### src/hdl/xt_chipset_pkg.sv
/*
 * XT chipset shared definitions
 * Bus widths, bus owner and command encodings, I/O port map
 */
`default_nettype none

package xt_chipset_pkg;

    parameter int ADDR_WIDTH    = 20;
    parameter int DATA_WIDTH    = 8;
    parameter int IO_ADDR_WIDTH = 10;

    typedef enum logic [1:0] {
        OWNER_NONE,
        OWNER_CPU,
        OWNER_DMA
    } bus_owner_t;

    typedef enum logic [2:0] {
        CMD_IDLE,
        CMD_MEM_READ,
        CMD_MEM_WRITE,
        CMD_IO_READ,
        CMD_IO_WRITE
    } bus_cmd_t;

    // Only the low IO_ADDR_WIDTH bits are decoded, as on the XT
    parameter logic [IO_ADDR_WIDTH-1:0] TIMER_DIVISOR_PORT = 10'h041;
    parameter logic [IO_ADDR_WIDTH-1:0] REFRESH_COUNT_PORT = 10'h080;

    parameter logic [DATA_WIDTH-1:0] DEFAULT_DIVISOR = 8'd18;

endpackage

`default_nettype wire

### src/hdl/interval_timer.sv
/*
 * Interval timer
 * Reloadable down counter, output toggles on every reload
 */
`timescale 1ns/1ps
`default_nettype none

module interval_timer (
    input  wire logic                                   clock,
    input  wire logic                                   reset,
    input  wire logic [xt_chipset_pkg::DATA_WIDTH-1:0]  divisor,
    output logic                                        timer_out
);

    logic [xt_chipset_pkg::DATA_WIDTH-1:0] count;

    // New divisor only takes effect at the next reload
    always_ff @(posedge clock, posedge reset) begin
        if (reset) begin
            count     <= xt_chipset_pkg::DEFAULT_DIVISOR;
            timer_out <= 1'b0;
        end else if (count == '0) begin
            count     <= divisor;
            timer_out <= ~timer_out;
        end else begin
            count <= count - 1'b1;
        end
    end

endmodule

`default_nettype wire

### config.mk
export PLATFORM = sky130hd
export DESIGN_NAME = interval_timer
export DESIGN_NICKNAME = d
export VERILOG_FILES = /design/src/hdl/xt_chipset_pkg.sv /design/src/hdl/interval_timer.sv
export SDC_FILE = /design/constraint.sdc
export NUM_CORES = 1
export LEC_CHECK = 0
export ABC_AREA = 1
export BUFFER_PORTS_ARGS = -buffer_cell sky130_fd_sc_hd__buf_4
export CORE_AREA = 2 2 39 41
export CTS_CLUSTER_SIZE = 12
export DETAILED_ROUTE_END_ITERATION = 8
export DIE_AREA = 0 0 41 43
export SLEW_MARGIN = 10
export SYNTH_ARGS = -nofsm -noshare
export SYNTH_HDL_FRONTEND = slang
export SYNTH_SLANG_ARGS = --single-unit
### constraint.sdc
create_clock -name clock -period 3.02 [get_ports clock]
set_input_delay 0.302 -clock clock [delete_from_list [all_inputs] [get_ports clock]]
set_output_delay 0.302 -clock clock [all_outputs]
set_load 0.01 [all_outputs]
==> flow_metrics.tcl <==
set metrics [dict create \
    synthMuxAreaShare 0 \
    violations "negative hold slack" \
    grt_pass1_vias 381 \
    grt-ovfl-total 0 \
    regToRegSetupSlack_ns 1.69 \
    worstReg2RegStart "count[0]$_DFF_PP0_" \
    grt_max_degree 10 \
    endpoint_kind "flip-flop" \
    slew_headroom 0.766 \
    cts_tree "done" \
    path_class "reg2reg" \
    grt_pass1_wl_um 1570 \
    stdcell_area_um2 614 \
    synth_top_family_by_area "simple AND/OR/NAND/NOR gates" \
    clockPowerShare 0.271 \
    final_nets 90 \
    initial_core_util 0.356 \
    clockBufferDepth 2 \
    p_per_area_nw_per_um2 562 \
    cts-resized-gates 0 \
    die_area_um2 1760 \
    postCtsHoldBufs 0 \
    worstSkewPairLatency_ns 0.26 \
    ir_worst_vdd_v 0.000235 \
    reg2reg_depth 5 \
    cts_buffers 3 \
    max_cap_violations 0 \
    h-tree-depth 1 \
    die_w_um 41 \
    fp-row-count 14 \
    vias 417 \
    fmax_mhz 750 \
    status "complete, but fails checks" \
    hold_viol_final 4 \
    p_comb_frac 0.216 \
    hold_class "in2async" \
    cts.sinks 9 \
    clkTransAtPathRegs_ns 0.06 \
    whs_ns -0.000826 \
    drive_gt1_frac 0.256 \
    drtPass1Iterations 4 \
    numPortBuffers 10 \
    yosys.area_share.simple 0.335 \
    dp_hpwl_um 754 \
    insertedDiodeCount 0 \
    fin_crit_sh 0.442 \
    yosys_warnings 0 \
    swShare 0.310 \
    worst_pin_slew_ns 0.351 \
    grt_usage 0.140 \
    seqPwrFrac 0.513 \
    rsz0062_at_grt "false" \
    drt_iter0_drc 7 \
    synth-seq-area-share 0.462 \
    synth_compound_area_frac 0.0660 \
    vias_per_cell 4.44 \
    synthXorXnorAreaFrac 0.0355 \
    synthAdderAreaFrac 0.0254 \
    arrival_ns 1.47 \
    final_util 0.444 \
    p_sw_uw 107 \
    synth_area_per_cell_um2 7.70 \
    intPower_uw 238 \
    setup_violations 0 \
    clock_skew_ns 0.00787 \
    synth_seq_cells 9 \
    cts-root-buf "clkbuf_4" \
    r2r-end "count[0]$_DFF_PP0_" \
    finalSetupTns_ns 0 \
    finalWeightedCongestion 0.703 \
    place_area_um2 588 \
    wl_per_cell_um 9.99 \
    slew_viol_final 0 \
    areaGrowthSynthToFinish_pct 24.6 \
    power.leakage_nw 0.324 \
    synth_cells 64 \
    ant_nets 0 \
    finalCriticalPeriod_ns 1.33 \
    pin_count 11 \
    syn_area_um2 493 \
    drc 0 \
    cp_max_fo 8 \
    antenna_found_initial 0 \
    core_um2 1380 \
    die_h_um 43 \
    ys_types 15 \
    start_kind "flip-flop" \
    syn_nets 75 \
    cts_setup_buffers 0 \
    worst_ep_required_time_ns 3.15 \
    finalWirelength_um 939 \
    n_fill_cell 142 \
]
-- metrics by stage --
stage	hold slack [ns]	cells	power [mW]	setup slack, ns
after floorplan	0.128	64	0.230	1.80
after global placement	0.299	90	0.253	1.69
after detailed placement	0.291	90	0.253	1.66
after CTS	0.00519	94	0.349	1.65
after global routing	0.0327	94	0.366	1.53
final	-0.000826	94	0.345	1.69
-- cell type report --
class,count,area [um^2],area share
well taps,16,20.0,0.0326
repair buffers,10,75.1,0.122
multi-input cells,45,228,0.371
flip-flops and latches,9,228,0.371
inverters,10,37.5,0.0611
clock buffers,4,26.3,0.0428
-- cells in the final DEF, fill, tap and decap left out, drive strengths merged --
cell,instances
ha,1
dfstp,2
buf,10
o21ai,5
inv,10
o21bai,1
xor2,1
nor2,10
clkbuf,4
nand2,19
xnor2,1
dfrtp,7
nor3,2
nand3,5
-- how the worst max path moves through the flow --
| stage | startpoint | cells past startpoint | slack [ns] | end |
|---|---|---|---|---|
| after floorplan | count[1]$_DFF_PP1_ | 7 | 1.80 | count[7]$_DFF_PP0_ |
| after global placement | count[0]$_DFF_PP0_ | 5 | 1.69 | count[0]$_DFF_PP0_ |
| after detailed placement | count[0]$_DFF_PP0_ | 5 | 1.66 | count[0]$_DFF_PP0_ |
| after CTS | count[0]$_DFF_PP0_ | 5 | 1.65 | count[0]$_DFF_PP0_ |
| after global routing | count[0]$_DFF_PP0_ | 6 | 1.53 | count[1]$_DFF_PP1_ |
| final | count[0]$_DFF_PP0_ | 5 | 1.69 | count[0]$_DFF_PP0_ |
-- power groups by stage --
stage               logic [mW]  clock network [mW]  registers, mW
floorplan               0.0567                   0          0.173
global placement        0.0746                   0          0.178
detailed placement      0.0750                   0          0.178
CTS                     0.0754              0.0970          0.176
global route            0.0828               0.103          0.181
finish                  0.0746              0.0935          0.177
-- metal layers --
metal  global-route usage  share of wire
met5                    0              0
met4                0.140          0.049
met3               0.0157          0.027
met2                0.191           0.47
met1                0.177           0.45
-- worst max-delay path, stage by stage, from the launching register on --
cell     delay [ns]
dfrtp_1        0.39
inv_1          0.08
ha_1           0.20
nand2_2        0.11
nor3_4         0.32
o21ai_0        0.11
-- kinds of logic (layout without fill, tap and decap cells) --
group,Yosys count,in the layout
fa+ha+maj,1,1
simple gates,36,36
compound gates,6,6
buf+inv,10,24
xor+xnor,2,2
flops,9,9
-- registers in the layout, summed over array words and instances (netlist names) --
signal,cells
count,8
timer_out,1
-- synthesized netlist by cell type --
master    count  area, um^2
dfrtp_1       7         175
dfstp_2       2        52.6
ha_1          1        12.5
inv_1        10        37.5
nand2_1      16        60.1
nand2_2       3        18.8
nand3_1       5        25.0
nor2_1        9        33.8
nor2_2        1        6.26
nor3_1        1        5.00
nor3_4        1        16.3
o21ai_0       5        25.0
o21bai_1      1        7.51
xnor2_1       1        8.76
xor2_1        1        8.76
Note: power is estimated with default switching activity, not from simulation.
