## config.mk

```make
export PLATFORM = sky130hd
export DESIGN_NAME = io_registers
export DESIGN_NICKNAME = d
export VERILOG_FILES = /design/src/hdl/xt_chipset_pkg.sv /design/src/hdl/io_registers.sv
export SDC_FILE = /design/constraint.sdc
export NUM_CORES = 1
export LEC_CHECK = 0
export ABC_AREA = 1
export BUFFER_PORTS_ARGS = -buffer_cell sky130_fd_sc_hd__buf_2
export CORE_MARGIN = 4
export CORE_UTILIZATION = 32
export CTS_CLUSTER_SIZE = 40
export DETAILED_ROUTE_END_ITERATION = 8
export SLEW_MARGIN = 20
export SYNTH_ARGS = -nofsm -noshare
export SYNTH_HDL_FRONTEND = slang
export SYNTH_SLANG_ARGS = --single-unit
```

## constraint.sdc

```tcl
create_clock -name clock -period 3.2 [get_ports clock]
set_input_delay 0.16 -clock clock [delete_from_list [all_inputs] [get_ports clock]]
set_output_delay 0.16 -clock clock [all_outputs]
set_load 0.03 [all_outputs]
```

## src/hdl/xt_chipset_pkg.sv

```systemverilog
/*
 * XT chipset shared definitions
 * Bus widths, bus owner and command encodings, I/O port map
 */
`default_nettype none

package xt_chipset_pkg;

    parameter int ADDR_WIDTH    = 20;
    parameter int DATA_WIDTH    = 8;
    parameter int IO_ADDR_WIDTH = 10;

    typedef enum logic [1:0] {
        OWNER_NONE,
        OWNER_CPU,
        OWNER_DMA
    } bus_owner_t;

    typedef enum logic [2:0] {
        CMD_IDLE,
        CMD_MEM_READ,
        CMD_MEM_WRITE,
        CMD_IO_READ,
        CMD_IO_WRITE
    } bus_cmd_t;

    // Only the low IO_ADDR_WIDTH bits are decoded, as on the XT
    parameter logic [IO_ADDR_WIDTH-1:0] TIMER_DIVISOR_PORT = 10'h041;
    parameter logic [IO_ADDR_WIDTH-1:0] REFRESH_COUNT_PORT = 10'h080;

    parameter logic [DATA_WIDTH-1:0] DEFAULT_DIVISOR = 8'd18;

endpackage

`default_nettype wire

```

## src/hdl/io_registers.sv

```systemverilog
/*
 * I/O register block
 * Timer divisor at port 0x041, refresh count at port 0x080
 */
`timescale 1ns/1ps
`default_nettype none

module io_registers (
    input  wire logic                                   clock,
    input  wire logic                                   reset,
    input  wire xt_chipset_pkg::bus_cmd_t               bus_cmd,
    input  wire logic [xt_chipset_pkg::ADDR_WIDTH-1:0]  bus_address,
    input  wire logic [xt_chipset_pkg::DATA_WIDTH-1:0]  bus_wdata,
    input  wire logic                                   refresh_done,
    output logic [xt_chipset_pkg::DATA_WIDTH-1:0]       io_rdata,
    output logic [xt_chipset_pkg::DATA_WIDTH-1:0]       divisor
);

    logic [xt_chipset_pkg::IO_ADDR_WIDTH-1:0]   io_port;
    logic [7:0]                                 refresh_count;

    assign io_port = bus_address[xt_chipset_pkg::IO_ADDR_WIDTH-1:0];

    always_ff @(posedge clock, posedge reset) begin
        if (reset) begin
            divisor       <= xt_chipset_pkg::DEFAULT_DIVISOR;
            refresh_count <= '0;
        end else begin
            if (bus_cmd == xt_chipset_pkg::CMD_IO_WRITE &&
                io_port == xt_chipset_pkg::TIMER_DIVISOR_PORT)
                divisor <= bus_wdata;
            // Wraps at 256
            if (refresh_done)
                refresh_count <= refresh_count + 1'b1;
        end
    end

    always_comb begin
        io_rdata = '1;
        if (bus_cmd == xt_chipset_pkg::CMD_IO_READ) begin
            case (io_port)
                xt_chipset_pkg::TIMER_DIVISOR_PORT: io_rdata = divisor;
                xt_chipset_pkg::REFRESH_COUNT_PORT: io_rdata = refresh_count;
                default:                            io_rdata = '1;
            endcase
        end
    end

endmodule

`default_nettype wire

```

==> metrics <==
status complete, no violations; count of input and output buffers 39; worst min-delay path class input pin to flip-flop; ys async rst share between 90% and 100%; EDFF count, synth 0; Resized Gates After CTS 0; router iterations before antenna repair 3; Avg WL per Cell between 9 and 10 µm; Min-Delay Path Depth 3; Leak between 0.6 and 0.7 nW; Final TNS setup 0 ns; final setup fails 0; Max Cap Viol 0; worst skew pair latency 0.27 ns; largest net degree at the start of global routing 19; P_int roughly 0.00034 W; ys flop type dfrtp_1; fin nets 211; slowest stage delay, CP around 0.26 ns; Vias just over 900; area of the multi-input gates 494 µm²; gr usage total 11.0%; CP max-delay cell or2_4; DR DRC count 0; Mapped Nets 168; initial antenna violation count 0; 1st-iter DRT viols 36; vias in the first global route between 900 and 1k; share of layout cells above drive strength 1 ~34%; mapped cell area ~1000 µm²; final worst slack ~1.6 ns; Min-Delay Endpoint divisor[1]; Net Switching between 0.00015 and 0.0002 W; Max IR drop VDD around 0.00027 V; Fill cells 346; max frequency ~640 MHz; Core Box Area just over 3000 µm²; H-tree lvl count 1; die height ~65 µm; Clock Power Share 19.9%; Ys Warns 0; Ant. Diodes 0; ANT nets after route 0; Synth top cells by count 36 x nand2_1, 28 x inv_1, 20 x nand3_1; Max-slew headroom 59.8%; Switching Share between 30 and 40%; RePlAce Congestion between 0.7 and 0.8; sequential standard cell area slightly above 400 µm²; Clock Skew roughly 0.0069 ns; Area contributors post-synth dfrtp_1 34%, nand2_1 13%, inv_1 10%, nand3_1 9.8%, o21ai_2 6.8%; Worst Setup Start Kind input pin; grt total ovfl 0; Critical Path Most Common Cell buf_2; Num CTS Buffers 3; Worst Path Required 3.04 ns; Worst-Margin Slew approximately 0.60 ns; most common cell in the netlist nand2_1; die area roughly 4200 µm²; global-route wire length before repair 3.73 mm; period utilisation layout around half; Max Slew Vio Count 0; DP Worst Slack 1.62 ns; DPL Wire Length 1.80 mm; Synth Instances roughly 130; combinational power share approximately 22%; Yosys cell types 20; critical path arrival around 1.4 ns; I/O Pins 50; Hold Buf Count CTS 1; clk buf depth 2; row count 20; Final min period about 1.6 ns; Area growth syn-to-layout 25.4%; cell area power density 385 nW/µm²; reg2reg end refresh_count[6]; clk sinks 16; sequential cell area fraction in the yosys report 39.3%; Final Total Pwr approximately 0.0005 W; top cell type by total area after synthesis dfrtp_1; synthesized flop and latch total 16; CTS root buf clkbuf_4; R2R setup slack approximately 2.0 ns; cells along the critical path buf_2 > or2_4 > nor2_8 > o21ai_1 > nor2_4 > nand2_1 > buf_2; kind of critical path input pin to output port; average size of a mapped cell between 7 and 8 µm²; Yosys top cell area share roughly a third; min-delay src bus_wdata[1]; worst-path fanout max 18; RSZ-0062 raised after global routing no; DIE WIDTH around 65 µm; number of vias per cell 4.28; clock slew at reported path FFs 0.09 ns; Sequential Power Share about three fifths; Critical R2R Launch refresh_count[0]; count of final hold-check violations 0; Setup crit end kind output port; FF-to-FF path depth 5; setup bufs post-CTS 0; TritonCTS clock tree done; final wirelength about 2.2 mm; Starting Density about a third
-- cell usage in the layout (no fill, tap or decap), drive strengths merged --
cell / instances
buf: 39
nor2: 9
o21ai: 9
nand3: 21
or2: 1
dfrtp: 14
nand2: 38
xor2: 3
xnor2: 3
nor3: 1
ha: 1
clkbuf: 3
dfstp: 2
inv: 28
dlygate4sd3: 1
o21bai: 1
-- how the worst max path moves through the flow --
stage,start,endpoint,slack [ns],cells past startpoint
after detailed placement,bus_address[3],io_rdata[3],1.62,7
final,bus_address[3],io_rdata[7],1.63,7
after CTS,bus_address[3],io_rdata[3],1.62,7
after global routing,bus_address[3],io_rdata[3],1.53,7
after global placement,bus_address[3],io_rdata[4],1.65,7
after floorplan,bus_address[3],io_rdata[5],1.95,7
-- per-layer routing --
layer,vias up,global-route usage [%],routed length [µm]
met1,412,14.0,981
met3,2,2.77,186
met5,-,0,0
met4,0,3.96,8
li1,487,-,-
met2,32,18.0,989
-- registers in the layout, indices dropped and copies added, names as in the netlist --
signal / flops
divisor: 8
refresh_count: 8
-- kinds of logic (layout without fill, tap and decap cells) --
family / count (synthesis) / count (layout) / share of synthesized area [%]
buffers and inverters: 30 / 71 / 12.5
AOI/OAI and AO/OA: 10 / 10 / 8.06
DFF: 16 / 16 / 39.3
and+or+nand+nor: 70 / 70 / 33.8
xor gates and xnor gates: 6 / 6 / 5.13
adders and majority gates: 1 / 1 / 1.22
-- final cells by class --
cell class                 count  share of cell area [%]
inverter                      28                    8.18
clock buffer                   3                    1.75
multi-input combinational     87                    38.5
tap                           44                    4.28
timing repair buffer          40                    16.0
sequential                    16                    31.4
-- power groups by stage --
stage,sequential (W),clock (W),combinational (W)
2_1_floorplan,0.000284,0,0.0000790
3_3_place_gp,0.000293,0,0.000102
3_5_place_dp,0.000293,0,0.000108
4_1_cts,0.000290,0.000105,0.000109
5_1_grt,0.000298,0.000115,0.000127
6_report,0.000289,0.0000983,0.000107
-- per-stage QoR --
stage	instance area (µm²)	util, %	cells	hold slack, ns
after floorplan	1020	-	133	0.0723
after global placement	1250	41.0	214	0.257
after detailed placement	1250	41.0	214	0.262
after CTS	1280	42.1	218	0.0805
after global routing	1280	42.1	218	0.0861
final	1280	42.1	218	0.0855
-- critical path: cells and delay by family --
family	cells	cell delay [ns]
AOI/OAI and AO/OA	1	0.15
buffers and inverters	2	0.28
and+or+nand+nor	4	0.80
No activity file was read; power rests on OpenSTA's default activity.
