[src/hdl/xt_chipset_pkg.sv]
/*
 * XT chipset shared definitions
 * Bus widths, bus owner and command encodings, I/O port map
 */
`default_nettype none

package xt_chipset_pkg;

    parameter int ADDR_WIDTH    = 20;
    parameter int DATA_WIDTH    = 8;
    parameter int IO_ADDR_WIDTH = 10;

    typedef enum logic [1:0] {
        OWNER_NONE,
        OWNER_CPU,
        OWNER_DMA
    } bus_owner_t;

    typedef enum logic [2:0] {
        CMD_IDLE,
        CMD_MEM_READ,
        CMD_MEM_WRITE,
        CMD_IO_READ,
        CMD_IO_WRITE
    } bus_cmd_t;

    // Only the low IO_ADDR_WIDTH bits are decoded, as on the XT
    parameter logic [IO_ADDR_WIDTH-1:0] TIMER_DIVISOR_PORT = 10'h041;
    parameter logic [IO_ADDR_WIDTH-1:0] REFRESH_COUNT_PORT = 10'h080;

    parameter logic [DATA_WIDTH-1:0] DEFAULT_DIVISOR = 8'd18;

endpackage

`default_nettype wire

[src/hdl/refresh_dma.sv]
/*
 * Refresh DMA channel 0
 * Raises DRQ0 on each timer rising edge and runs refresh reads once granted
 */
`timescale 1ns/1ps
`default_nettype none

module refresh_dma #(
    parameter int REFRESH_CYCLES = 2
) (
    input  wire logic                               clock,
    input  wire logic                               reset,
    input  wire logic                               timer_out,
    input  wire xt_chipset_pkg::bus_owner_t         grant,
    output logic                                    dma_bus_req,
    output xt_chipset_pkg::bus_cmd_t                dma_bus_cmd,
    output logic [xt_chipset_pkg::ADDR_WIDTH-1:0]   dma_bus_address,
    output logic                                    refresh_done
);

    localparam int COUNT_WIDTH = $clog2(REFRESH_CYCLES + 1);

    logic                   timer_prev;
    logic                   drq0;
    logic [COUNT_WIDTH-1:0] cycles_left;
    logic [7:0]             refresh_row;
    logic                   owned;
    logic                   start;
    logic                   last;

    assign owned = (grant == xt_chipset_pkg::OWNER_DMA) && dma_bus_req;
    assign start = owned && drq0 && (cycles_left == '0);
    assign last  = owned && (start ? (REFRESH_CYCLES == 1) : (cycles_left == 1));

    assign dma_bus_req     = drq0 || (cycles_left != '0);
    assign dma_bus_cmd     = dma_bus_req ? xt_chipset_pkg::CMD_MEM_READ
                                         : xt_chipset_pkg::CMD_IDLE;
    assign dma_bus_address = xt_chipset_pkg::ADDR_WIDTH'(refresh_row);

    always_ff @(posedge clock, posedge reset) begin
        if (reset) begin
            timer_prev   <= 1'b0;
            drq0         <= 1'b0;
            cycles_left  <= '0;
            refresh_row  <= '0;
            refresh_done <= 1'b0;
        end else begin
            timer_prev   <= timer_out;
            refresh_done <= last;

            // Acknowledge clears DRQ0 and absorbs any edge in the same cycle
            if (grant == xt_chipset_pkg::OWNER_DMA)
                drq0 <= 1'b0;
            else if (timer_out && !timer_prev)
                drq0 <= 1'b1;

            if (start)
                cycles_left <= COUNT_WIDTH'(REFRESH_CYCLES - 1);
            else if (owned)
                cycles_left <= cycles_left - 1'b1;

            // One row per bus cycle
            if (owned)
                refresh_row <= refresh_row + 1'b1;
        end
    end

endmodule

`default_nettype wire

[config.mk]
export PLATFORM = sky130hd
export DESIGN_NAME = refresh_dma
export DESIGN_NICKNAME = d
export VERILOG_FILES = /design/src/hdl/xt_chipset_pkg.sv /design/src/hdl/refresh_dma.sv
export SDC_FILE = /design/constraint.sdc
export NUM_CORES = 1
export LEC_CHECK = 0
export ABC_AREA = 1
export BUFFER_PORTS_ARGS = -buffer_cell sky130_fd_sc_hd__buf_2
export CORE_MARGIN = 1.5
export CORE_UTILIZATION = 30
export DETAILED_ROUTE_END_ITERATION = 6
export SLEW_MARGIN = 20
export SYNTH_ARGS = -nofsm -noshare
export SYNTH_HDL_FRONTEND = slang
export SYNTH_SLANG_ARGS = --single-unit
[constraint.sdc]
create_clock -name clock -period 1.03 [get_ports clock]
set_input_delay 0.1545 -clock clock [delete_from_list [all_inputs] [get_ports clock]]
set_output_delay 0.1545 -clock clock [all_outputs]
set_load 0.005 [all_outputs]
==> results.cfg <==
[power_and_ir_drop]
p_switching_uw = 669.1
irDropWorstVdd_v = 0.0009611
p_per_area_nw_per_um2 = 1671
switching_share_pct = 33.93
power.share.clock_pct = 16.2
power.total_mw = 1.972
power_leakage_nw = 0.6406
internal_power_mw = 1.303
p_comb_share_pct = 48.8
p_seq_share_pct = 35.0

[worst_setup_path]
crit_start = cycles_left[0]
crit_arrival_ps = 1080
r2r_setup_slack_ps = -170
r2r_end = refresh_row[3]
required_ps = 880
r2r_cells = 8
crit_chain = nor2_2, nand2_2, buf_6, buf_6
worst-path-buf-inv = 2
worstSetupStartpointType = flip-flop
path_class = flip-flop to primary output
cp_max_fo = 2
cpMostUsedCell = buf_6
cp-end-kind = primary output
max_stage_delay_ps = 390
r2r_start = cycles_left[0]
slowest_stage = dfrtp_1
crit_family = flip-flops

[logic_synthesis]
synth-compound-area-share_pct = 3.205
synth-xor-area-share_pct = 3.365
synth_top_family_by_area = simple AND/OR/NAND/NOR gates
synthCells = 98
ys_seq_area_share_pct = 41.67
synth_cell_types = 19
synthAdderAreaFrac_pct = 1.603
synthMuxAreaShare_pct = 0
ys_ff_latch = 13
synth-simple-area-share_pct = 27.56
synth.avg_cell_area_um2 = 7.967
syn_area_um2 = 780.7
ys.warnings.count = 0

[cells_and_area]
fillCellCount = 251
post-route-util_pct = 47.63
area_delta_synth_final_pct = 51.12
insertedDiodeCount = 0
drive_above_1_share_pct = 44.29
final_nets = 147
final_area_um2 = 1180
instances_no_fill = 170

[timing]
fmax_mhz = 810.9
finalHoldViolations = 0
finalWorstSetupSlack_ps = -203.2
timing.final.crit_share_pct = 119.7
fin_crit_ps = 1233
hold_slack_ps = 227.0
setup_viol = 17
final_max_slew_viol_count = 0
rsz0062_at_grt = yes
finClkSkew_ps = 0.9347
tns_ps = -1996

[floorplan]
die_w_um = 54.02
num_rows = 18
dieArea_um2 = 2918
io-pin-count = 30
die_h_um = 54.02
core_um2 = 2477
start_util_pct = 31.52

[flow_run]
max-cap-violations = 0

[clock_network]
path_clk_slew_ps = 80
clock_sinks = 13
numCtsBuffers = 3
cts-htree-levels = 1
cts_tree = yes
cts_buffer_depth = 2
clk_latency_ps = 280
root_buffer = clkbuf_4

[run_status]
violations = setup timing
status = complete, but fails checks

[place]
routabilityCongestion = 0.7704
numPortBuffers = 15
dp_hpwl_mm = 1.061
place_area_um2 = 900.9
pre_cts_ws_ps = -11.60
dp_cells = 151

[worst_hold_path]
worstHoldStart = grant[0]
hp-class = primary input to flip-flop
holdPathEnd = refresh_row[2]
min_path_cells = 4

[drt]
wl_mm = 1.638
ant_nets = 0
vias = 680
drtPass1Iterations = 4
drc = 0
wl_per_cell_um = 9.635
drt_iter0_markers = 4
vias_per_cell = 4.000

[global_routing]
grt-busiest-layer = met2
overflow = 0
grt_antenna_before_repair = 0
grtUsageTotal_pct = 12.41
grt_pass1_vias = 542
grt_pass1_wl_mm = 2.463
grt_max_degree = 14
grt_util_met2_pct = 18.70
use_met3_pct = 5.833
gr-usage-met1_pct = 15.20
cells in the final DEF, fill, tap and decap left out:
cell,n
conb_1,14
buf_6,16
inv_8,1
dlygate4sd3_1,2
o21ai_2,2
a21oi_1,1
xor2_1,1
buf_2,8
inv_1,11
buf_4,14
nor2_4,2
nand2_8,1
xor2_2,1
clkbuf_1,1
nor2_1,2
inv_2,1
clkbuf_4,3
nand2_1,27
xnor2_1,1
nor2_2,3
nand2_4,2
nand2_2,6
o21ai_1,2
nor3_2,1
dfrtp_1,13
nand3_1,3
ha_2,1
power groups by stage:
stage	Sequential, mW	Combinational [mW]	Clock (mW)
final	0.690	0.962	0.320
after global placement	0.703	0.573	0
after detailed placement	0.706	0.577	0
after floorplan	0.716	0.350	0
after CTS	0.691	0.882	0.332
after global routing	0.706	1.06	0.370
state kept, by name, indices dropped and copies added, names as in the netlist:
register      flops
drq0              1
cycles_left       2
refresh_row       8
timer_prev        1
refresh_done      1
synthesized netlist by cell type:
master / count / area share [%]
buf_6: 1 / 1.4
nand3_1: 3 / 1.9
inv_2: 2 / 0.96
nand2_2: 3 / 2.4
conb_1: 1 / 0.48
ha_1: 1 / 1.6
o21ai_1: 4 / 2.6
nor2_1: 4 / 1.9
nor2_2: 1 / 0.80
nor2_4: 2 / 2.9
nor3_2: 1 / 1.3
a21oi_1: 1 / 0.64
dfrtp_1: 13 / 42
xor2_1: 2 / 2.2
xnor2_1: 1 / 1.1
nand2_1: 31 / 15
buf_4: 15 / 14
inv_1: 11 / 5.3
nand2_4: 1 / 1.4
worst min-delay path, stage by stage:
cell and delay, ps:
buf_2 100, nor2_4 60, nand2_4 100, o21ai_1 60
worst max-delay path by stage:
stage,end,cells after the start
detailed placement,refresh_row[4],4
global placement,refresh_row[4],4
CTS,dma_bus_req,4
finish,dma_bus_req,4
floorplan,refresh_row[4],4
global route,dma_bus_req,4
logic make-up after synthesis:
family / after synthesis
flip-flops: 13
other: 1
XOR/XNOR: 3
AO/OA/AOI/OAI: 5
AND/OR/NAND/NOR: 46
adder cells (fa/ha/maj): 1
buffers and inverters: 29
metal layers:
metal	share of wire [%]	vias up
met4	1.2	0
met3	5.2	3
met2	52	19
met1	41	311
li1	-	347
met5	0	-
final cells by class:
| class | count | area (um2) | share of cell area [%] |
|---|---|---|---|
| Multi-Input combinational cell | 70 | 389.1 | 32.98 |
| Timing Repair Buffer | 40 | 345.3 | 29.27 |
| Sequential cell | 13 | 325.3 | 27.57 |
| Inverter | 13 | 56.30 | 4.772 |
| Tap cell | 30 | 37.54 | 3.181 |
| Clock buffer | 4 | 26.28 | 2.227 |
repair_timing:
item / 4_1_cts / 5_1_grt
pin swaps: 2 / 6
setup endpoints to repair: 12 / 19
gates cloned: 1 / 0
hold buffers: 2 / 0
buffers inserted: 10 / 2
gates resized for setup: 15 / 16
endpoints found under the hold margin: 14 / 0
(Power assumes the default switching activity.)
