**src/hdl/xt_chipset_pkg.sv**
```systemverilog
/*
 * XT chipset shared definitions
 * Bus widths, bus owner and command encodings, I/O port map
 */
`default_nettype none

package xt_chipset_pkg;

    parameter int ADDR_WIDTH    = 20;
    parameter int DATA_WIDTH    = 8;
    parameter int IO_ADDR_WIDTH = 10;

    typedef enum logic [1:0] {
        OWNER_NONE,
        OWNER_CPU,
        OWNER_DMA
    } bus_owner_t;

    typedef enum logic [2:0] {
        CMD_IDLE,
        CMD_MEM_READ,
        CMD_MEM_WRITE,
        CMD_IO_READ,
        CMD_IO_WRITE
    } bus_cmd_t;

    // Only the low IO_ADDR_WIDTH bits are decoded, as on the XT
    parameter logic [IO_ADDR_WIDTH-1:0] TIMER_DIVISOR_PORT = 10'h041;
    parameter logic [IO_ADDR_WIDTH-1:0] REFRESH_COUNT_PORT = 10'h080;

    parameter logic [DATA_WIDTH-1:0] DEFAULT_DIVISOR = 8'd18;

endpackage

`default_nettype wire

```
**src/hdl/bus_arbiter.sv**
```systemverilog
/*
 * System bus arbiter
 * Grants the bus to CPU or refresh DMA and drives the granted master onto it
 */
`timescale 1ns/1ps
`default_nettype none

module bus_arbiter (
    input  wire logic                                   clock,
    input  wire logic                                   reset,
    input  wire logic                                   cpu_bus_req,
    input  wire xt_chipset_pkg::bus_cmd_t               cpu_bus_cmd,
    input  wire logic [xt_chipset_pkg::ADDR_WIDTH-1:0]  cpu_bus_address,
    input  wire logic [xt_chipset_pkg::DATA_WIDTH-1:0]  cpu_bus_wdata,
    input  wire logic                                   dma_bus_req,
    input  wire xt_chipset_pkg::bus_cmd_t               dma_bus_cmd,
    input  wire logic [xt_chipset_pkg::ADDR_WIDTH-1:0]  dma_bus_address,
    input  wire logic                                   cpu_lock,
    output xt_chipset_pkg::bus_owner_t                  grant,
    output xt_chipset_pkg::bus_cmd_t                    bus_cmd,
    output logic [xt_chipset_pkg::ADDR_WIDTH-1:0]       bus_address,
    output logic [xt_chipset_pkg::DATA_WIDTH-1:0]       bus_wdata
);

    // Owner changes always pass through OWNER_NONE for one cycle
    always_ff @(posedge clock, posedge reset) begin
        if (reset) begin
            grant <= xt_chipset_pkg::OWNER_NONE;
        end else begin
            case (grant)
                xt_chipset_pkg::OWNER_NONE: begin
                    // Refresh wins a tie unless the CPU holds the bus locked
                    if (dma_bus_req && !cpu_lock)
                        grant <= xt_chipset_pkg::OWNER_DMA;
                    else if (cpu_bus_req)
                        grant <= xt_chipset_pkg::OWNER_CPU;
                end
                xt_chipset_pkg::OWNER_CPU: begin
                    if (!cpu_bus_req)
                        grant <= xt_chipset_pkg::OWNER_NONE;
                end
                xt_chipset_pkg::OWNER_DMA: begin
                    if (!dma_bus_req)
                        grant <= xt_chipset_pkg::OWNER_NONE;
                end
                default: grant <= xt_chipset_pkg::OWNER_NONE;
            endcase
        end
    end

    always_comb begin
        bus_cmd     = xt_chipset_pkg::CMD_IDLE;
        bus_address = '0;
        bus_wdata   = '0;
        if (grant == xt_chipset_pkg::OWNER_CPU && cpu_bus_req) begin
            bus_cmd     = cpu_bus_cmd;
            bus_address = cpu_bus_address;
            bus_wdata   = cpu_bus_wdata;
        end else if (grant == xt_chipset_pkg::OWNER_DMA && dma_bus_req) begin
            bus_cmd     = dma_bus_cmd;
            bus_address = dma_bus_address;
        end
    end

endmodule

`default_nettype wire

```
**config.mk**
```make
export PLATFORM = sky130hd
export DESIGN_NAME = bus_arbiter
export DESIGN_NICKNAME = d
export VERILOG_FILES = /design/src/hdl/xt_chipset_pkg.sv /design/src/hdl/bus_arbiter.sv
export SDC_FILE = /design/constraint.sdc
export NUM_CORES = 1
export LEC_CHECK = 0
export ABC_AREA = 1
export BUFFER_PORTS_ARGS = -buffer_cell sky130_fd_sc_hd__buf_2
export CAP_MARGIN = 0
export CORE_ASPECT_RATIO = 1.4
export CORE_MARGIN = 2
export CORE_UTILIZATION = 24
export CTS_BUF_LIST = sky130_fd_sc_hd__clkbuf_4 sky130_fd_sc_hd__clkbuf_8
export CTS_CLUSTER_SIZE = 16
export DETAILED_ROUTE_END_ITERATION = 10
export PLACE_DENSITY = 0.81
export SLEW_MARGIN = 15
export SYNTH_ARGS = -nofsm -noshare
export SYNTH_HDL_FRONTEND = slang
export SYNTH_SLANG_ARGS = --single-unit
export TNS_END_PERCENT = 5
```
**constraint.sdc**
```tcl
create_clock -name clock -period 1 [get_ports clock]
set_input_delay 0.15 -clock clock [delete_from_list [all_inputs] [get_ports clock]]
set_output_delay 0.15 -clock clock [all_outputs]
set_load 0.1 [all_outputs]
```
==> summary.txt <==
Layout
  – # nets final: 268
  – Ant. Diodes: 0
  – Share of layout cells above drive strength 1: 68.6%
  – Area Overhead vs Synth: 246%
  – Biggest regs: grant: 2 flops
  – Fill cell count: 112
  – Finished Cell Area: 0.00169 mm^2
  – Max FFs per register: 2
  – Top reg by flops: grant

Status
  – Status: complete, but fails checks
  – Failing checks: negative setup slack

Timing
  – Final WS setup: -0.551 ns
  – Final setup viols: 34
  – Hold slack final: 0.131 ns
  – Fmax: 645 MHz
  – TNS Setup: -16.88 ns
  – Period utilisation layout: 155%
  – Max_slew headroom: 89.3%
  – Clock skew: 0.00138 ns
  – Worst slew pin tran: 0.160 ns
  – Final Hold Viols: 0
  – Final Max Slew Viols: 0
  – Tmin final: 1.55 ns
  – RSZ-0062 raised after global routing: true

Floorplanning
  – Core box area: 0.00195 mm^2
  – Die area: 0.00242 mm^2
  – Die Ht: 57.4 um
  – Cell Rows: 19
  – Ports: 92
  – Initial core utilization: 25.1%
  – Chip Width: 42.2 um

Synth
  – Synth Register Bits: 2
  – Synthesized area per cell: 4.57 um^2
  – Post-Syn Nets: 166
  – Synth Instances: 107
  – Synth Cell Area: 489 um^2
  – Yosys warns: 0
  – Post-synthesis sequential area ratio: 10.2%
  – Netlist cell types: 11

Hold path
  – Hold path depth: 2
  – Worst hold path endpoint: grant[1]
  – Worst Hold Class: input pin to register
  – HP Start: cpu_lock

Power
  – Share of power burned in combinational logic: 87.5%
  – Leakage: 0.893 nW
  – Sequential share of power: 5.1%
  – Psw: 1.53 mW
  – Power Dens Cells: 1500 mW/mm^2
  – Max VDD drop: 1.09 mV
  – Clock power frac: 7.3%
  – Switching share of power: 59.9%
  – Pint: 1.02 mW

CTS
  – CTS clk-pin slew, worst paths: 0.03 ns
  – TritonCTS clock tree: built
  – Clock Tree Buf Depth: 2
  – TritonCTS Buffers: 3
  – TritonCTS sink count: 2
  – H-Tree Depth: 1
  – Worst skew pair latency: 0.23 ns
  – Root buffer cell: clkbuf_4

Drt
  – Antenna-violating nets left: 0
  – Routed len/inst: 12.8 um
  – DR iter-0 viols: 14
  – Drt pass-1 iters: 4
  – DRC errors left: 0
  – Total number of vias: 1037
  – Final wirelength: 2.92 mm
  – Via-to-Cell Ratio: 4.55

Placement
  – GPL Wtd Cong: 0.701
  – Placed cell area: 0.00164 mm^2
  – Pre-CTS setup slack: -0.337 ns
  – Port bufs: 91
  – HPWL after DPL: 2.40 mm

Worst setup path
  – Worst path required time: 0.85 ns
  – Crit-path cells: nor2_4 > buf_6 > nand2_1 > nand2_2 > buf_12
  – CP Launch Type: register
  – FF-to-FF setup slack: -0.15 ns
  – CP max stage cell: dfrtp_4
  – Crit path max-delay family: flip-flops
  – R2R Path End: grant[0]
  – WS Path Type: register to output port
  – Crit path DAT: 1.40 ns
  – R2R Path Start: grant[1]
  – CP peak stage delay: 0.48 ns
  – FF-to-FF path depth: 6
  – Buf+Inv Stages, Crit Path: 2
  – CP endpoint kind: output port
  – Max FO, Critical Path: 14

GRT
  – Initial antenna violation count: 0
  – GRT Overall Usage: 25.6%
  – First-pass GRT wire length: 4.77 mm
  – Pin count of the biggest net entering global routing: 21
  – Gr ovfl total: 0
  – Number of global-route vias before repair: 1149

Flow run
  – Max-capacitance violation count: 0
through the flow:
step           instances  power, mW  util, %
6_report             228       2.55     86.9
5_1_grt              228       2.65     86.9
4_1_cts              228       2.56     86.8
3_5_place_dp         223       2.33     84.0
3_3_place_gp         223       2.30     84.0
2_1_floorplan        107       1.47        -
synth_stat cells:
| master | count | area, um^2 |
|---|---|---|
| a211oi_1 | 1 | 7.51 |
| buf_4 | 2 | 15.0 |
| buf_6 | 2 | 22.5 |
| dfrtp_1 | 2 | 50.1 |
| inv_1 | 12 | 45.0 |
| inv_2 | 1 | 3.75 |
| nand2_1 | 72 | 270 |
| nand2_2 | 1 | 6.26 |
| nand3_1 | 1 | 5.00 |
| nor2_1 | 11 | 41.3 |
| nor2_4 | 2 | 22.5 |
what timing repair did:
action                                 CTS  global route
gates resized for setup                  4             1
setup endpoints to repair               35            35
setup buffers                            1             0
hold buffers                             1             0
endpoints found under the hold margin    2             0
pin swaps                                5             1
logic make-up (layout without fill, tap and decap cells):
| kind of cell | count (synthesis) | after routing | share of synthesized area [%] |
|---|---|---|---|
| and+or+nand+nor | 87 | 87 | 70.6 |
| AOI/OAI and AO/OA | 1 | 1 | 1.54 |
| buffers and inverters | 17 | 117 | 17.6 |
| DFF | 2 | 2 | 10.2 |
metal layers:
metal | vias to the layer above | routed length (um) | global-route usage [%]
met1 | 445 | 890 | 22.7
met5 | - | 0 | 0
met2 | 69 | 1610 | 46.4
li1 | 507 | - | -
met3 | 16 | 267 | 8.23
met4 | 0 | 157 | 20.1
cells in the final DEF (no fill, tap or decap):
| cell | netlist | final |
|---|---|---|
| nand3_1 | 1 | 1 |
| nand2_2 | 1 | 23 |
| nor2_2 | 0 | 1 |
| inv_1 | 12 | 12 |
| inv_8 | 0 | 1 |
| buf_6 | 2 | 2 |
| buf_2 | 0 | 58 |
| buf_4 | 2 | 6 |
| clkbuf_4 | 0 | 3 |
| nor2_4 | 2 | 10 |
| nand2_1 | 72 | 49 |
| a211oi_2 | 0 | 1 |
| nor2_1 | 11 | 2 |
| nand2_4 | 0 | 1 |
| buf_12 | 0 | 34 |
| dfrtp_4 | 0 | 2 |
| dlygate4sd3_1 | 0 | 1 |
cell type report:
type,instances,area (um^2),share of cell area (%)
repair buffers,101,1050,61.9
multi-input cells,88,483,28.5
flip-flops and latches,2,57.6,3.40
inverters,13,56.3,3.32
well taps,21,26.3,1.55
clock buffers,3,22.5,1.33
worst max-delay path by stage:
stage | start | endpoint | slack [ns] | cells past startpoint
after floorplan | grant[0] | bus_wdata[0] | -0.71 | 4
after global placement | grant[0] | bus_address[3] | -0.30 | 6
after detailed placement | grant[0] | bus_wdata[0] | -0.34 | 6
after CTS | grant[1] | bus_wdata[0] | -0.56 | 5
after global routing | grant[1] | bus_address[2] | -0.63 | 5
final | grant[1] | bus_address[2] | -0.55 | 5
power groups by stage:
stage	combinational (mW)	sequential [mW]	clock (mW)
2_1_floorplan	1.22	0.249	0
6_report	2.23	0.131	0.186
3_3_place_gp	2.17	0.131	0
3_5_place_dp	2.20	0.133	0
4_1_cts	2.23	0.131	0.197
5_1_grt	2.30	0.135	0.210
No activity file was read; power rests on OpenSTA's default activity.
