--- src/hdl/xt_chipset_pkg.sv ---
/*
 * XT chipset shared definitions
 * Bus widths, bus owner and command encodings, I/O port map
 */
`default_nettype none

package xt_chipset_pkg;

    parameter int ADDR_WIDTH    = 20;
    parameter int DATA_WIDTH    = 8;
    parameter int IO_ADDR_WIDTH = 10;

    typedef enum logic [1:0] {
        OWNER_NONE,
        OWNER_CPU,
        OWNER_DMA
    } bus_owner_t;

    typedef enum logic [2:0] {
        CMD_IDLE,
        CMD_MEM_READ,
        CMD_MEM_WRITE,
        CMD_IO_READ,
        CMD_IO_WRITE
    } bus_cmd_t;

    // Only the low IO_ADDR_WIDTH bits are decoded, as on the XT
    parameter logic [IO_ADDR_WIDTH-1:0] TIMER_DIVISOR_PORT = 10'h041;
    parameter logic [IO_ADDR_WIDTH-1:0] REFRESH_COUNT_PORT = 10'h080;

    parameter logic [DATA_WIDTH-1:0] DEFAULT_DIVISOR = 8'd18;

endpackage

`default_nettype wire

--- src/hdl/cpu_bus_interface.sv ---
/*
 * CPU bus interface
 * Runs memory and I/O cycles on the system bus, inserts memory wait states
 * and returns read data with a one-cycle ready pulse
 */
`timescale 1ns/1ps
`default_nettype none

module cpu_bus_interface #(
    parameter int MEM_WAIT_STATES = 1
) (
    input  wire logic                                   clock,
    input  wire logic                                   reset,
    input  wire logic                                   cpu_req,
    input  wire xt_chipset_pkg::bus_cmd_t               cpu_cmd,
    input  wire logic [xt_chipset_pkg::ADDR_WIDTH-1:0]  cpu_address,
    input  wire logic [xt_chipset_pkg::DATA_WIDTH-1:0]  cpu_wdata,
    input  wire xt_chipset_pkg::bus_owner_t             grant,
    input  wire logic [xt_chipset_pkg::DATA_WIDTH-1:0]  ram_rdata,
    input  wire logic [xt_chipset_pkg::DATA_WIDTH-1:0]  io_rdata,
    output logic                                        cpu_ready,
    output logic [xt_chipset_pkg::DATA_WIDTH-1:0]       cpu_rdata,
    output logic                                        cpu_bus_req,
    output xt_chipset_pkg::bus_cmd_t                    cpu_bus_cmd,
    output logic [xt_chipset_pkg::ADDR_WIDTH-1:0]       cpu_bus_address,
    output logic [xt_chipset_pkg::DATA_WIDTH-1:0]       cpu_bus_wdata
);

    localparam int WAIT_WIDTH = $clog2(MEM_WAIT_STATES + 2);
    localparam logic [WAIT_WIDTH-1:0] WAIT_LAST = WAIT_WIDTH'(MEM_WAIT_STATES - 1);

    typedef enum logic [1:0] {
        ST_REQUEST,
        ST_TRANSFER,
        ST_WAIT,
        ST_DONE
    } state_t;

    state_t                 state;
    logic [WAIT_WIDTH-1:0]  wait_count;
    logic                   is_io;
    logic                   granted;

    assign is_io = (cpu_cmd == xt_chipset_pkg::CMD_IO_READ) ||
                   (cpu_cmd == xt_chipset_pkg::CMD_IO_WRITE);
    assign granted = cpu_req && (grant == xt_chipset_pkg::OWNER_CPU);

    // Request is released in the ready cycle so the arbiter can let go
    assign cpu_bus_req     = cpu_req && (state != ST_DONE);
    assign cpu_bus_cmd     = cpu_cmd;
    assign cpu_bus_address = cpu_address;
    assign cpu_bus_wdata   = cpu_wdata;
    assign cpu_ready       = (state == ST_DONE);

    always_ff @(posedge clock, posedge reset) begin
        if (reset) begin
            state      <= ST_REQUEST;
            wait_count <= '0;
        end else begin
            case (state)
                ST_REQUEST: begin
                    if (granted) begin
                        if (is_io) begin
                            state <= ST_DONE;
                        end else if (MEM_WAIT_STATES == 0) begin
                            state <= ST_TRANSFER;
                        end else begin
                            state      <= ST_WAIT;
                            wait_count <= '0;
                        end
                    end
                end
                ST_WAIT: begin
                    if (wait_count == WAIT_LAST)
                        state <= ST_TRANSFER;
                    else
                        wait_count <= wait_count + 1'b1;
                end
                ST_TRANSFER: state <= ST_DONE;
                ST_DONE:     state <= ST_REQUEST;
                default:     state <= ST_REQUEST;
            endcase
        end
    end

    // I/O data is combinational in the grant cycle, RAM data lags by one
    always_ff @(posedge clock) begin
        if (state == ST_REQUEST && granted && is_io)
            cpu_rdata <= io_rdata;
        else if (state == ST_TRANSFER)
            cpu_rdata <= ram_rdata;
    end

endmodule

`default_nettype wire

--- config.mk ---
export PLATFORM = sky130hd
export DESIGN_NAME = cpu_bus_interface
export DESIGN_NICKNAME = d
export VERILOG_FILES = /design/src/hdl/xt_chipset_pkg.sv /design/src/hdl/cpu_bus_interface.sv
export SDC_FILE = /design/constraint.sdc
export NUM_CORES = 1
export LEC_CHECK = 0
export BUFFER_PORTS_ARGS = -buffer_cell sky130_fd_sc_hd__buf_2
export CAP_MARGIN = 20
export CORE_ASPECT_RATIO = 1.75
export CORE_MARGIN = 1
export CORE_UTILIZATION = 30
export CTS_BUF_LIST = sky130_fd_sc_hd__clkbuf_4
export DETAILED_ROUTE_END_ITERATION = 12
export PLACE_DENSITY_LB_ADDON = 0.08
export SETUP_SLACK_MARGIN = 0.4
export SYNTH_ARGS = -nofsm -noshare
export SYNTH_HDL_FRONTEND = slang
export SYNTH_SLANG_ARGS = --single-unit
--- constraint.sdc ---
create_clock -name clock -period 3.4 [get_ports clock]
set_input_delay 0.68 -clock clock [delete_from_list [all_inputs] [get_ports clock]]
set_output_delay 0.68 -clock clock [all_outputs]
set_load 0.05 [all_outputs]
==> flow_metrics.tcl, run 1 <==
set metrics [dict create \
    outcome "completed" \
    grt_pass1_vias 651 \
    clock_latency_ns 0.27 \
    port_buffers 36 \
    place_congestion 0.747 \
    ir_drop_mv 0.282 \
    cts-root-buf "clkbuf_4" \
    syn_avg_cell_area_sq_um 11.1 \
    drc 0 \
    layout_commonest_cell "buf_2" \
    crit_slowest_cell "dfrtp_1" \
    coreArea_sq_um 3180 \
    tightest_slew_ns 0.374 \
    synth-seq-cells 12 \
    wl_mm 1.80 \
    ff_latch_area_sq_um 340 \
    h-tree-depth 1 \
    power.internal_mw 0.404 \
    via_per_inst 4.48 \
    slew_headroom_pct 75.1 \
    drtIter0Drc 21 \
    ioPinCount 93 \
    finClkSkew_ns 0.00524 \
    hp-class "in2async" \
    final_util_pct 32.3 \
    start_util_pct 31.6 \
    syn_inst 90 \
    rsz0062_at_grt "false" \
    p_total_mw 0.778 \
    timing.fmax_mhz 501 \
    grt_pass1_wl_mm 2.73 \
    clock_path_buffers 2 \
    p_leak_nw 0.497 \
    most-common-layout-cells "buf_2 (36), mux2_4 (8), edfxtp_1 (8)" \
    path_clk_slew_ns 0.08 \
    netSwitchingFraction_pct 48.0 \
    max_cap_viol_count 0 \
    p_sw_mw 0.373 \
    yosys_warnings 0 \
    cp_num_buf_inv 1 \
    rows 27 \
    gr-total-overflow 0 \
    post_cts_resize_count 0 \
    drive_above_1_share_pct 53.1 \
    power.density_nw_per_um2 758 \
    required_ns 3.34 \
    finalCritPeriodShare_pct 58.7 \
    nets 156 \
    clock-sinks 12 \
    min_period_ns 2.00 \
    antenna_found_initial 0 \
    die_y_um 78.5 \
    dr.pass1.iters 4 \
    syn_nets 147 \
    hpwl_mm 1.48 \
    hold_ws_ns 0.289 \
    setup_viol 0 \
    wl_per_cell_um 12.7 \
    drv_slew 0 \
    cts_tree "yes" \
    grt_usage_pct 10.5 \
    comb_power_share_pct 56.0 \
    drtAntennaViolNets 0 \
    grt_start_max_net_pins 11 \
    seq_area_frac_synth_pct 33.9 \
    num_antenna_cells 0 \
    vias 632 \
    arrival_ns 1.93 \
    pwr-share-seq_pct 32.6 \
    multi_input_area_sq_um 407 \
    cts_setup_buffers 0 \
    syn_to_final_growth_pct 2.24 \
    crit_family "simple AND/OR/NAND/NOR gates" \
    path_cells "inv_1 > ha_1 > o21ai_4 > nor2_8 > or2_1" \
    cts_hold_buf 0 \
    startpoint_type "flip-flop" \
    final-hold-violation-count 0 \
    die_w_um 45.7 \
    die_area_sq_um 3590 \
    synth_cell_types 28 \
    clkPwrFrac_pct 11.5 \
    crit_fanout 10 \
    numCtsBuffers 3 \
    fillCellCount 354 \
    crit_type "reg2reg" \
    cp_slowest_stage_delay_ns 0.42 \
    netlist_area_sq_um 1000 \
    end_kind "flip-flop" \
    setup_tns_ns 0 \
]
==> cell type report <==
class	count	share of cell area [%]
clock buffer	3	2.20
clock inverter	1	0.366
inverter	5	1.83
multi-input combinational	41	39.6
sequential	12	33.2
tap	43	5.24
timing repair buffer	36	17.6
==> final timing paths <==
path / start / end / slack [ns] / depth (start not counted)
max: state[0] / cpu_rdata[7] / 1.40 / 5
min: reset / wait_count[0] / 0.29 / 2
max reg2reg: state[0] / cpu_rdata[7] / 1.40 / 5
min reg2reg: state[1] / state[1] / 0.57 / 1
max in group asynchronous: reset / state[0] / 2.94 / 2
min in group clock: state[1] / state[1] / 0.57 / 1
==> per-stage QoR <==
step | area, sq um | instances | worst slack [ns]
after floorplan | 1000 | 90 | 1.16
after global placement | 1000 | 137 | 1.28
after detailed placement | 1000 | 137 | 1.23
after CTS | 1030 | 141 | 1.35
after global routing | 1030 | 141 | 1.20
final | 1030 | 141 | 1.40
==> cell usage after synthesis (all sizes together) <==
cell / number / area (sq um)
nand2: 3 / 11.3
inv: 5 / 18.8
nor3b: 1 / 18.8
a21oi: 1 / 5.00
o311a: 1 / 10.0
ha: 5 / 62.6
mux2i: 1 / 10.0
or2: 1 / 6.26
o211ai: 1 / 7.51
nor4: 1 / 6.26
o21ai: 3 / 26.3
nor3: 1 / 5.00
a31oi: 1 / 6.26
nand4: 1 / 6.26
edfxtp: 8 / 240
buf: 32 / 238
mux2: 8 / 120
nand3b: 1 / 20.0
o32a: 1 / 10.0
nand3: 2 / 10.0
dfrtp: 4 / 100
nor2: 3 / 27.5
nand2b: 2 / 12.5
and3b: 1 / 12.5
nor2b: 2 / 12.5
==> registers in the layout (all words and copies together) (netlist names) <==
| name | flops |
|---|---|
| cpu_rdata | 8 |
| state | 2 |
| wait_count | 2 |
==> worst register-to-register path, stage by stage, from the launching register on <==
cell and delay (ns):
dfrtp_1 0.42, inv_1 0.09, ha_1 0.38, o21ai_4 0.17, nor2_8 0.26, or2_1 0.35
==> power groups by stage <==
stage | registers [mW] | clock network [mW] | logic, mW
after global routing | 0.264 | 0.0991 | 0.479
after CTS | 0.254 | 0.0932 | 0.441
after floorplan | 0.356 | 0 | 0.334
after global placement | 0.258 | 0 | 0.444
final | 0.253 | 0.0891 | 0.435
after detailed placement | 0.256 | 0 | 0.442
==> cells by family after synthesis <==
| kind of cell | count (synthesis) | share of synthesized area (%) |
|---|---|---|
| buffers and inverters | 37 | 25.6 |
| and+or+nand+nor | 19 | 14.8 |
| DFF | 12 | 33.9 |
| muxes | 9 | 13.0 |
| AOI/OAI and AO/OA | 8 | 6.48 |
| adders and majority gates | 5 | 6.23 |
==> layer usage <==
layer / vias to the layer above / part of all wire (%) / GRT usage, %
li1: 296 / - / -
met1: 286 / 34 / 9.08
met2: 44 / 55 / 19.3
met3: 6 / 9.6 / 2.99
met4: 0 / 1.4 / 6.47
met5: - / 0 / 0
Note: power is estimated with default switching activity, not from simulation.
==> inputs of run 2 (changes only) <==
==> constraint.sdc (replaced) <==
create_clock -name clock -period 1.7 [get_ports clock]
set_input_delay 0.34 -clock clock [delete_from_list [all_inputs] [get_ports clock]]
set_output_delay 0.34 -clock clock [all_outputs]
set_load 0.05 [all_outputs]
==> flow_metrics.tcl, run 2 (same netlist as run 1, synthesis figures left out) <==
set metrics [dict create \
    grt_start_max_net_pins 10 \
    crit_type "reg2out" \
    die_w_um 45.7 \
    numCtsBuffers 3 \
    clock_latency_ns 0.27 \
    drive_above_1_share_pct 63.8 \
    hp-class "in2reg" \
    largest_reg_flops 8 \
    clock_path_buffers 2 \
    max_cap_viol_count 0 \
    top_register "cpu_rdata" \
    clock-sinks 12 \
    die_area_sq_um 3590 \
    coreArea_sq_um 3180 \
    most-common-layout-cells "buf_2 (35), mux2_4 (8), edfxtp_1 (8)" \
    startpoint_type "flip-flop" \
    die_y_um 78.5 \
    grt_pass1_wl_mm 3.11 \
    grt_pass1_vias 665 \
    gr-total-overflow 0 \
    rsz0062_at_grt "true" \
    vias 685 \
    end_kind "primary output" \
    path_clk_slew_ns 0.08 \
    hpwl_mm 1.60 \
    h-tree-depth 1 \
    ioPinCount 93 \
    port_buffers 36 \
    crit_fanout 3 \
    drtIter0Drc 8 \
    slew_headroom_pct 80.3 \
    setup_tns_ns 0 \
    placed_area_sq_um 1050 \
    arrival_ns 1.21 \
    power.density_nw_per_um2 1550 \
    finClkSkew_ns 0.00515 \
    p_total_mw 1.82 \
    cts_tree "yes" \
    place_congestion 0.806 \
    min_period_ns 1.55 \
    hold_ws_ns 0.363 \
    setup_viol 0 \
    final-hold-violation-count 0 \
    grt_usage_pct 12.1 \
    start_util_pct 31.6 \
    wl_mm 2.02 \
    wl_per_cell_um 13.6 \
    drv_slew 0 \
    layout_commonest_cell "buf_2" \
    top_regs "cpu_rdata (8), state (2), wait_count (2)" \
    p_leak_nw 0.544 \
    outcome "completed" \
    via_per_inst 4.63 \
    post-route-cell-area_sq_um 1170 \
    fillCellCount 357 \
    rows 27 \
    tightest_slew_ns 0.294 \
    antenna_found_initial 0 \
    nets 164 \
    drc 0 \
    required_ns 1.36 \
    final_util_pct 37.0 \
    cts-root-buf "clkbuf_4" \
    drtAntennaViolNets 0 \
    dr.pass1.iters 2 \
    finalCritPeriodShare_pct 91.3 \
    ir_drop_mv 0.579 \
    timing.fmax_mhz 644 \
    syn_to_final_growth_pct 17.1 \
    num_antenna_cells 0 \
]
## run 2: worst max-delay path, cell delays in order, from the launching register on
cell	delay, ns
dfrtp_1	0.39
buf_6	0.13
ha_4	0.16
nor2b_4	0.10
buf_6	0.16
## run 2: repair_timing
action,CTS,global route
hold buffers,1,0
setup endpoints to repair,22,22
endpoints found under the hold margin,4,0
cloned,1,0
setup buffers,1,0
gates resized for setup,14,2
pin swaps,3,2
## run 2: worst paths after layout
kind                          startpoint  slack (ns)  cells after the start       endpoint
min in group asynchronous          reset        0.50                      3  wait_count[0]
hold reg to reg            wait_count[1]        0.57                      2  wait_count[1]
setup reg to reg                state[1]        0.18                      5   cpu_rdata[6]
max in group asynchronous          reset        1.01                      3  wait_count[1]
setup / recovery                state[1]        0.15                      4    cpu_bus_req
hold / removal              ram_rdata[0]        0.36                      2   cpu_rdata[0]
## run 2: power by group
group	total, mW	switching [mW]	internal (mW)
clock	0.175	0.0929	0.0819
combinational	1.16	0.697	0.460
sequential	0.492	0.0443	0.447
total	1.82	0.834	0.989
## run 2: per-layer routing
metal	vias to the layer above	track usage (%)	part of all wire (%)
li1	312	-	-
met1	322	10.5	31
met2	41	21.6	56
met3	10	4.83	9.7
met4	0	7.06	3.2
met5	-	0	0
## run 2: layout make-up
class	count	area, sq um	share of cell area, %
well taps	43	53.8	4.58
repair buffers	43	253	21.5
inverters	5	18.8	1.60
multi-input cells	42	487	41.4
clock buffers	3	22.5	1.92
flip-flops and latches	12	340	29.0
## run 2: through the flow
step,cells,setup slack [ns]
after floorplan,90,0.116
after global placement,142,0.0813
after global routing,148,0.107
after detailed placement,142,0.0655
after CTS,148,0.140
final,148,0.148
